==> src/hdl/valu_pkg.sv <==
`default_nettype none

package valu_pkg;

    ////////////////////////////////////////////////////////////
    // Widths
    ////////////////////////////////////////////////////////////

    localparam int VEC_BITS  = 64;
    localparam int VEC_BYTES = VEC_BITS / 8;

    ////////////////////////////////////////////////////////////
    // Encodings
    ////////////////////////////////////////////////////////////

    // Unlisted codes fall back to add
    typedef enum logic [4:0] {
        OP_ADD   = 5'd0,
        OP_SUB   = 5'd1,
        OP_RSUB  = 5'd2,
        OP_AND   = 5'd3,
        OP_OR    = 5'd4,
        OP_XOR   = 5'd5,
        OP_SLL   = 5'd6,
        OP_SRL   = 5'd7,
        OP_SRA   = 5'd8,
        OP_MIN   = 5'd9,
        OP_MINU  = 5'd10,
        OP_MAX   = 5'd11,
        OP_MAXU  = 5'd12,
        OP_MSEQ  = 5'd13,
        OP_MSNE  = 5'd14,
        OP_MSLTU = 5'd15,
        OP_MSLT  = 5'd16,
        OP_MSLEU = 5'd17,
        OP_MSLE  = 5'd18,
        OP_MSGTU = 5'd19,
        OP_MSGT  = 5'd20
    } valu_op_e;

    // Code 2'b11 is treated as 32-bit elements
    typedef enum logic [1:0] {
        EW8  = 2'b00,
        EW16 = 2'b01,
        EW32 = 2'b10
    } sew_e;

    ////////////////////////////////////////////////////////////
    // Data types
    ////////////////////////////////////////////////////////////

    // One register group word seen as 8, 16 or 32 bit lanes, lane 0 at the LSB
    typedef union packed {
        logic [VEC_BYTES-1:0][7:0]      e8;
        logic [VEC_BITS/16-1:0][15:0]   e16;
        logic [VEC_BITS/32-1:0][31:0]   e32;
    } vec_word_u;

    typedef struct packed {
        logic      valid;
        valu_op_e  op;
        sew_e      sew;
        vec_word_u operand_a;
        vec_word_u operand_b;
    } valu_req_t;

    typedef struct packed {
        logic      valid;
        vec_word_u result;
    } valu_rsp_t;

endpackage

`default_nettype wire

==> src/hdl/valu_adder.sv <==
`timescale 1ns/1ps
`default_nettype none

module valu_adder
    import valu_pkg::*;
(
    input  valu_req_t req_i,
    output vec_word_u sum_o
);

    vec_word_u lhs;
    vec_word_u rhs;
    logic      negate;
    vec_word_u sum_8;
    vec_word_u sum_16;
    vec_word_u sum_32;

    // Operand order per operation
    always_comb begin
        case (req_i.op)
            OP_SUB: begin
                lhs    = req_i.operand_a;
                rhs    = req_i.operand_b;
                negate = 1'b1;
            end
            OP_RSUB: begin
                lhs    = req_i.operand_b;
                rhs    = req_i.operand_a;
                negate = 1'b1;
            end
            default: begin
                lhs    = req_i.operand_a;
                rhs    = req_i.operand_b;
                negate = 1'b0;
            end
        endcase
    end

    // Negation and sum are done lane by lane, so no carry leaves its lane
    always_comb begin
        for (int i = 0; i < VEC_BYTES; i++) begin
            sum_8.e8[i] = lhs.e8[i] + (negate ? ~rhs.e8[i] + 8'd1 : rhs.e8[i]);
        end
        for (int i = 0; i < VEC_BYTES/2; i++) begin
            sum_16.e16[i] = lhs.e16[i] + (negate ? ~rhs.e16[i] + 16'd1 : rhs.e16[i]);
        end
        for (int i = 0; i < VEC_BYTES/4; i++) begin
            sum_32.e32[i] = lhs.e32[i] + (negate ? ~rhs.e32[i] + 32'd1 : rhs.e32[i]);
        end
    end

    always_comb begin
        case (req_i.sew)
            EW8:     sum_o = sum_8;
            EW16:    sum_o = sum_16;
            default: sum_o = sum_32;
        endcase
    end

endmodule

`default_nettype wire

==> src/hdl/valu_shifter.sv <==
`timescale 1ns/1ps
`default_nettype none

module valu_shifter
    import valu_pkg::*;
(
    input  valu_req_t req_i,
    output vec_word_u shifted_o
);

    vec_word_u op_a;
    vec_word_u op_b;
    vec_word_u shift_8;
    vec_word_u shift_16;
    vec_word_u shift_32;

    assign op_a = req_i.operand_a;
    assign op_b = req_i.operand_b;

    // Shift amount is the low log2(SEW) bits of each operand_b lane
    always_comb begin
        for (int i = 0; i < VEC_BYTES; i++) begin
            case (req_i.op)
                OP_SRL:  shift_8.e8[i] = op_a.e8[i] >> op_b.e8[i][2:0];
                OP_SRA:  shift_8.e8[i] = $signed(op_a.e8[i]) >>> op_b.e8[i][2:0];
                default: shift_8.e8[i] = op_a.e8[i] << op_b.e8[i][2:0];
            endcase
        end
    end

    always_comb begin
        for (int i = 0; i < VEC_BYTES/2; i++) begin
            case (req_i.op)
                OP_SRL:  shift_16.e16[i] = op_a.e16[i] >> op_b.e16[i][3:0];
                OP_SRA:  shift_16.e16[i] = $signed(op_a.e16[i]) >>> op_b.e16[i][3:0];
                default: shift_16.e16[i] = op_a.e16[i] << op_b.e16[i][3:0];
            endcase
        end
    end

    always_comb begin
        for (int i = 0; i < VEC_BYTES/4; i++) begin
            case (req_i.op)
                OP_SRL:  shift_32.e32[i] = op_a.e32[i] >> op_b.e32[i][4:0];
                OP_SRA:  shift_32.e32[i] = $signed(op_a.e32[i]) >>> op_b.e32[i][4:0];
                default: shift_32.e32[i] = op_a.e32[i] << op_b.e32[i][4:0];
            endcase
        end
    end

    always_comb begin
        case (req_i.sew)
            EW8:     shifted_o = shift_8;
            EW16:    shifted_o = shift_16;
            default: shifted_o = shift_32;
        endcase
    end

endmodule

`default_nettype wire

==> src/hdl/valu_compare.sv <==
`timescale 1ns/1ps
`default_nettype none

module valu_compare
    import valu_pkg::*;
(
    input  valu_req_t req_i,
    output vec_word_u minmax_o,
    output vec_word_u mask_o
);

    vec_word_u              op_a;
    vec_word_u              op_b;
    logic [VEC_BYTES-1:0]   eq_8;
    logic [VEC_BYTES-1:0]   gtu_8;
    logic [VEC_BYTES-1:0]   gts_8;
    logic [VEC_BYTES/2-1:0] eq_16;
    logic [VEC_BYTES/2-1:0] gtu_16;
    logic [VEC_BYTES/2-1:0] gts_16;
    logic [VEC_BYTES/4-1:0] eq_32;
    logic [VEC_BYTES/4-1:0] gtu_32;
    logic [VEC_BYTES/4-1:0] gts_32;
    logic [VEC_BYTES-1:0]   eq;
    logic [VEC_BYTES-1:0]   gtu;
    logic [VEC_BYTES-1:0]   gts;
    logic [VEC_BYTES-1:0]   lane_en;
    logic [VEC_BYTES-1:0]   mask_bits;
    logic [VEC_BYTES-1:0]   gt_sel;
    logic [VEC_BYTES-1:0]   take_a;
    logic                   signed_op;
    logic                   max_op;

    assign op_a = req_i.operand_a;
    assign op_b = req_i.operand_b;

    ////////////////////////////////////////////////////////////
    // Lane flags
    ////////////////////////////////////////////////////////////

    always_comb begin
        for (int i = 0; i < VEC_BYTES; i++) begin
            eq_8[i]  = op_a.e8[i] == op_b.e8[i];
            gtu_8[i] = op_a.e8[i] > op_b.e8[i];
            gts_8[i] = $signed(op_a.e8[i]) > $signed(op_b.e8[i]);
        end
        for (int i = 0; i < VEC_BYTES/2; i++) begin
            eq_16[i]  = op_a.e16[i] == op_b.e16[i];
            gtu_16[i] = op_a.e16[i] > op_b.e16[i];
            gts_16[i] = $signed(op_a.e16[i]) > $signed(op_b.e16[i]);
        end
        for (int i = 0; i < VEC_BYTES/4; i++) begin
            eq_32[i]  = op_a.e32[i] == op_b.e32[i];
            gtu_32[i] = op_a.e32[i] > op_b.e32[i];
            gts_32[i] = $signed(op_a.e32[i]) > $signed(op_b.e32[i]);
        end
    end

    // Flags of the active SEW, packed from lane 0 upwards
    always_comb begin
        case (req_i.sew)
            EW8: begin
                eq      = eq_8;
                gtu     = gtu_8;
                gts     = gts_8;
                lane_en = {VEC_BYTES{1'b1}};
            end
            EW16: begin
                eq      = VEC_BYTES'(eq_16);
                gtu     = VEC_BYTES'(gtu_16);
                gts     = VEC_BYTES'(gts_16);
                lane_en = VEC_BYTES'({(VEC_BYTES/2){1'b1}});
            end
            default: begin
                eq      = VEC_BYTES'(eq_32);
                gtu     = VEC_BYTES'(gtu_32);
                gts     = VEC_BYTES'(gts_32);
                lane_en = VEC_BYTES'({(VEC_BYTES/4){1'b1}});
            end
        endcase
    end

    ////////////////////////////////////////////////////////////
    // Compare mask
    ////////////////////////////////////////////////////////////

    always_comb begin
        case (req_i.op)
            OP_MSNE:  mask_bits = ~eq;
            OP_MSLTU: mask_bits = ~eq & ~gtu;
            OP_MSLT:  mask_bits = ~eq & ~gts;
            OP_MSLEU: mask_bits = ~gtu;
            OP_MSLE:  mask_bits = ~gts;
            OP_MSGTU: mask_bits = gtu;
            OP_MSGT:  mask_bits = gts;
            default:  mask_bits = eq;
        endcase
    end

    // Bits past the lane count stay zero
    assign mask_o = VEC_BITS'(mask_bits & lane_en);

    ////////////////////////////////////////////////////////////
    // Min and max
    ////////////////////////////////////////////////////////////

    assign signed_op = req_i.op inside {OP_MIN, OP_MAX};
    assign max_op    = req_i.op inside {OP_MAX, OP_MAXU};
    assign gt_sel    = signed_op ? gts : gtu;
    assign take_a    = max_op ? gt_sel : ~gt_sel;

    always_comb begin
        case (req_i.sew)
            EW8: begin
                for (int i = 0; i < VEC_BYTES; i++) begin
                    minmax_o.e8[i] = take_a[i] ? op_a.e8[i] : op_b.e8[i];
                end
            end
            EW16: begin
                for (int i = 0; i < VEC_BYTES/2; i++) begin
                    minmax_o.e16[i] = take_a[i] ? op_a.e16[i] : op_b.e16[i];
                end
            end
            default: begin
                for (int i = 0; i < VEC_BYTES/4; i++) begin
                    minmax_o.e32[i] = take_a[i] ? op_a.e32[i] : op_b.e32[i];
                end
            end
        endcase
    end

endmodule

`default_nettype wire

==> src/hdl/valu_result_stage.sv <==
`timescale 1ns/1ps
`default_nettype none

module valu_result_stage
    import valu_pkg::*;
(
    input  logic      clk,
    input  logic      reset_n,
    input  valu_req_t req_i,
    input  vec_word_u sum_i,
    input  vec_word_u shifted_i,
    input  vec_word_u minmax_i,
    input  vec_word_u mask_i,
    output valu_rsp_t rsp_o
);

    vec_word_u and_res;
    vec_word_u or_res;
    vec_word_u xor_res;
    valu_rsp_t rsp_d;

    ////////////////////////////////////////////////////////////
    // Logic ops
    ////////////////////////////////////////////////////////////

    // Bitwise, so the lane width plays no part
    assign and_res = req_i.operand_a & req_i.operand_b;
    assign or_res  = req_i.operand_a | req_i.operand_b;
    assign xor_res = req_i.operand_a ^ req_i.operand_b;

    ////////////////////////////////////////////////////////////
    // Result select
    ////////////////////////////////////////////////////////////

    always_comb begin
        rsp_d.valid = req_i.valid;
        case (req_i.op)
            OP_AND:  rsp_d.result = and_res;
            OP_OR:   rsp_d.result = or_res;
            OP_XOR:  rsp_d.result = xor_res;
            OP_SLL,
            OP_SRL,
            OP_SRA:  rsp_d.result = shifted_i;
            OP_MIN,
            OP_MINU,
            OP_MAX,
            OP_MAXU: rsp_d.result = minmax_i;
            OP_MSEQ,
            OP_MSNE,
            OP_MSLTU,
            OP_MSLT,
            OP_MSLEU,
            OP_MSLE,
            OP_MSGTU,
            OP_MSGT: rsp_d.result = mask_i;
            // Add, sub, rsub and unused codes
            default: rsp_d.result = sum_i;
        endcase
    end

    // Single pipeline register
    always_ff @(posedge clk or negedge reset_n) begin
        if (!reset_n) begin
            rsp_o <= '0;
        end else begin
            rsp_o <= rsp_d;
        end
    end

endmodule

`default_nettype wire

==> src/hdl/valu_top.sv <==
`timescale 1ns/1ps
`default_nettype none

module valu_top
    import valu_pkg::*;
(
    input  logic      clk,
    input  logic      reset_n,
    input  valu_req_t req_i,
    output valu_rsp_t rsp_o
);

    vec_word_u sum;
    vec_word_u shifted;
    vec_word_u minmax;
    vec_word_u mask;

    // Combinational units, all fed by the same request
    valu_adder u_adder (
        .req_i (req_i),
        .sum_o (sum)
    );

    valu_shifter u_shifter (
        .req_i     (req_i),
        .shifted_o (shifted)
    );

    valu_compare u_compare (
        .req_i    (req_i),
        .minmax_o (minmax),
        .mask_o   (mask)
    );

    // Select and register
    valu_result_stage u_result_stage (
        .clk       (clk),
        .reset_n   (reset_n),
        .req_i     (req_i),
        .sum_i     (sum),
        .shifted_i (shifted),
        .minmax_i  (minmax),
        .mask_i    (mask),
        .rsp_o     (rsp_o)
    );

endmodule

`default_nettype wire

==> config.mk <==
export PLATFORM = sky130hd
export DESIGN_NAME = valu_top
export DESIGN_NICKNAME = d
export VERILOG_FILES = /design/src/hdl/valu_pkg.sv /design/src/hdl/valu_adder.sv /design/src/hdl/valu_shifter.sv /design/src/hdl/valu_compare.sv /design/src/hdl/valu_result_stage.sv /design/src/hdl/valu_top.sv
export SDC_FILE = /design/constraint.sdc
export NUM_CORES = 2
export LEC_CHECK = 0
export ABC_CLOCK_PERIOD_IN_PS = 900
export BUFFER_PORTS_ARGS = -buffer_cell sky130_fd_sc_hd__buf_2
export CORE_MARGIN = 5
export CORE_UTILIZATION = 30
export CTS_CLUSTER_SIZE = 28
export DETAILED_ROUTE_END_ITERATION = 10
export SLEW_MARGIN = 20
export SYNTH_ARGS = -nofsm -noshare
export SYNTH_HDL_FRONTEND = slang
export SYNTH_SLANG_ARGS = --single-unit
==> constraint.sdc <==
create_clock -name clk -period 0.9 [get_ports clk]
set_clock_uncertainty 0.05 [all_clocks]
set_input_delay 0.045 -clock clk [delete_from_list [all_inputs] [get_ports clk]]
set_output_delay 0.045 -clock clk [all_outputs]
set_load 0.1 [all_outputs]
==> metrics <==
post-synth net total=5,511; Least-Margin Pin Slew=995 ps; Max Freq=250 MHz; Synth Warn #=0; cell mode on critical path=buf_6; IR drop worst, VDD=0.941 mV; Hold Crit Class=in -> async; crit-path max FO=6; failing checks=negative hold slack, negative setup slack; DRT antenna net count=0; DR pass1 iterations=5; CTS clk-pin slew, worst paths=80 ps; synthesized netlist cell count=5,037; routed len/inst=27.0 µm; Clock Path Buffers=2; ys async rst share=100%; critical path class=in -> reg; synth unique cells=89; Post-Syn Area=33,700 µm²; Layout Utilization=47.1%; worst relative slew slack=33.3%; die height=345 µm; setup ws final=-3100 ps; RSZ-0062 raised after global routing=yes; Avg Inst Size Synth=6.68 µm²; top-count cell post-synth=nor2_1; critical path's largest stage delay=440 ps; clock root cell=clkbuf_16; vias in the first global route=45,800; LEAKAGE=23.4 nW; overall power=51.3 mW; Core Box Area=112,000 µm²; total track usage=33.9%; initial antenna violation count=15; final period utilization=445%; top post-synthesis cells by count=nor2_1 (627), a21oi_1 (519), o21ai_0 (477); Biggest register=u_result_stage.rsp_o; CP arrival=4230 ps; # rows=123; Routability Congestion=1.07; CP required=1120 ps; crit path launch type=input pin; DRC Markers=0; Final setup viols=129; Yosys top cell area share=12.2%; Nets=7,001; initial drt markers=6,083; Largest regs=u_result_stage.rsp_o (65); Worst path slowest cell=or3_4; Area Overhead vs Synth=56.8%; Power Dens Cells=972 nW/µm²; ranking of synthesized cells by area=ha_1 (12%), a21oi_1 (7.7%), o21ai_0 (7.1%); final hold violations=2; die width=345 µm; post-synthesis cell type with the largest combined area=ha_1; pin count of the biggest net entering global routing=82; Yosys reg bits=65; Final min period=4000 ps; port bufs=202; CTS tree=built; Initial Util=30.1%; Final Max Slew Viols=0; sequential cell area fraction in the yosys report=4.83%; CTS sink cnt=65; die area=119,000 µm²; first-pass GRT wire length=309,000 µm; via count=48,900; max reg flops=65; max cap viols=0; Hold Worst Slack=-0.453 ps; io pins=203; total CTS buffers=9; DP Wirelength=170,000 µm; crit path capture type=flip-flop; outcome=finished with violations; CP cell instances=buf_6 > or3_4 > nor2_4 > buf_6 > buf_12 > nand3_2 > nor2_2 > nor2_2 > nor3_4 > buf_6 > nand2_4 > o21ai_2 > a221oi_2 > ha_2 > a21o_1 > or2_4 > a311oi_4 > o311ai_2 > o31a_1 > a21oi_2 > o21bai_2 > xor2_1 > a21oi_1 > a31oi_1; GRT Residual Overflow=0; H-Tree Depth=3; final WL=217,000 µm; crit path from=req_i[134]; Post-synth EDFFs=0; Synth Flop Type=dfrtp_1; DR vias/cell=6.08; layout cells sized above 1=39.3%
## stage by stage
step                hold slack, ps  cell area (µm²)  instances  TNS (ps)  setup slack (ps)
finish                      -0.453            52800       8040   -188120             -3100
global route                  7.59            52800       8037   -195680             -3230
CTS                          -24.3            51200       7990   -186780             -3130
detailed placement            -108            49400       7931   -227390             -3990
global placement              -110            49400       7931   -227080             -4010
floorplan                     -301            34600       5037   -195550             -3610
## report_power, final
part / switching (mW) / internal [mW] / total [mW]
Clock: 2.33 / 1.94 / 4.27
Sequential: 0.639 / 3.61 / 4.25
Combinational: 24.4 / 18.4 / 42.8
## critical path, delay by kind of cell
family	cells	cell delay, ps
xor+xnor	1	140
buf+inv	4	520
compound gates	10	1810
simple gates	8	1480
fa+ha+maj	1	200
## cell type report
type                       instances  area [µm²]
clock inverter                     7        61.3
timing repair buffer            1936       16000
sequential                        65        1710
antenna                            8        20.0
tap                             1500        1880
inverter                         184         747
multi-input combinational       4331       32100
clock buffer                       9         225
fill                           11200       59200
## metal layers
layer	track usage [%]	share of wire, %	vias to the layer above
li1	-	-	21800
met1	47.4	42	23400
met2	47.9	40	3170
met3	9.85	13	597
met4	14.9	5.5	8
met5	0	0.020	-
## worst max path at each step
stage	end	slack, ps	cells past startpoint
after floorplan	u_result_stage.rsp_o[31]	-3610	29
after global placement	u_result_stage.rsp_o[30]	-4010	23
after detailed placement	u_result_stage.rsp_o[30]	-3990	23
after CTS	u_result_stage.rsp_o[30]	-3130	26
after global routing	u_result_stage.rsp_o[31]	-3230	26
final	u_result_stage.rsp_o[60]	-3100	24
## cell usage in the layout, fill, tap and decap left out, types with 20 or more instances in the layout
| cell | count |
|---|---|
| ha_4 | 25 |
| and3_1 | 26 |
| a211oi_1 | 83 |
| buf_4 | 1652 |
| nor2_1 | 599 |
| xor2_1 | 58 |
| mux4_2 | 101 |
| dfrtp_2 | 63 |
| o22ai_1 | 33 |
| xnor2_1 | 137 |
| a21oi_2 | 56 |
| nand4_1 | 33 |
| o21a_1 | 20 |
| inv_1 | 135 |
| a21oi_1 | 448 |
| nand2_1 | 442 |
| buf_6 | 64 |
| nand2b_1 | 22 |
| or3_1 | 27 |
| buf_12 | 105 |
| and2_1 | 23 |
| a221oi_1 | 48 |
| o21ai_0 | 427 |
| o221ai_1 | 35 |
| buf_2 | 99 |
| nor2b_1 | 30 |
| a31oi_1 | 75 |
| o21ai_1 | 31 |
| a211o_1 | 37 |
| inv_2 | 22 |
| o211ai_1 | 85 |
| nand3_1 | 88 |
| o21bai_1 | 23 |
| nor3_1 | 100 |
| o31ai_1 | 32 |
| ha_1 | 293 |
| a22oi_1 | 58 |
| mux2i_1 | 200 |
| a21o_1 | 69 |
| nor4_1 | 20 |
## logic make-up (layout without fill, tap and decap cells)
family	after synthesis	count (layout)	synth area share, %
AO/OA/AOI/OAI	1891	1891	35.9
AND/OR/NAND/NOR	1571	1571	20.5
buffers and inverters	641	2136	7.19
adder cells (fa/ha/maj)	336	336	12.7
multiplexers	324	324	13.5
XOR/XNOR	209	209	5.44
flip-flops	65	65	4.83
other	0	8	0
## what timing repair did
item,CTS,global route
pin swaps,99,149
hold buffers,2,0
buffers inserted,46,41
gates resized for setup,278,267
setup endpoints to repair,129,129
hold endpoints to repair,66,0
gates cloned,1,5
No activity file was read; power rests on OpenSTA's default activity.
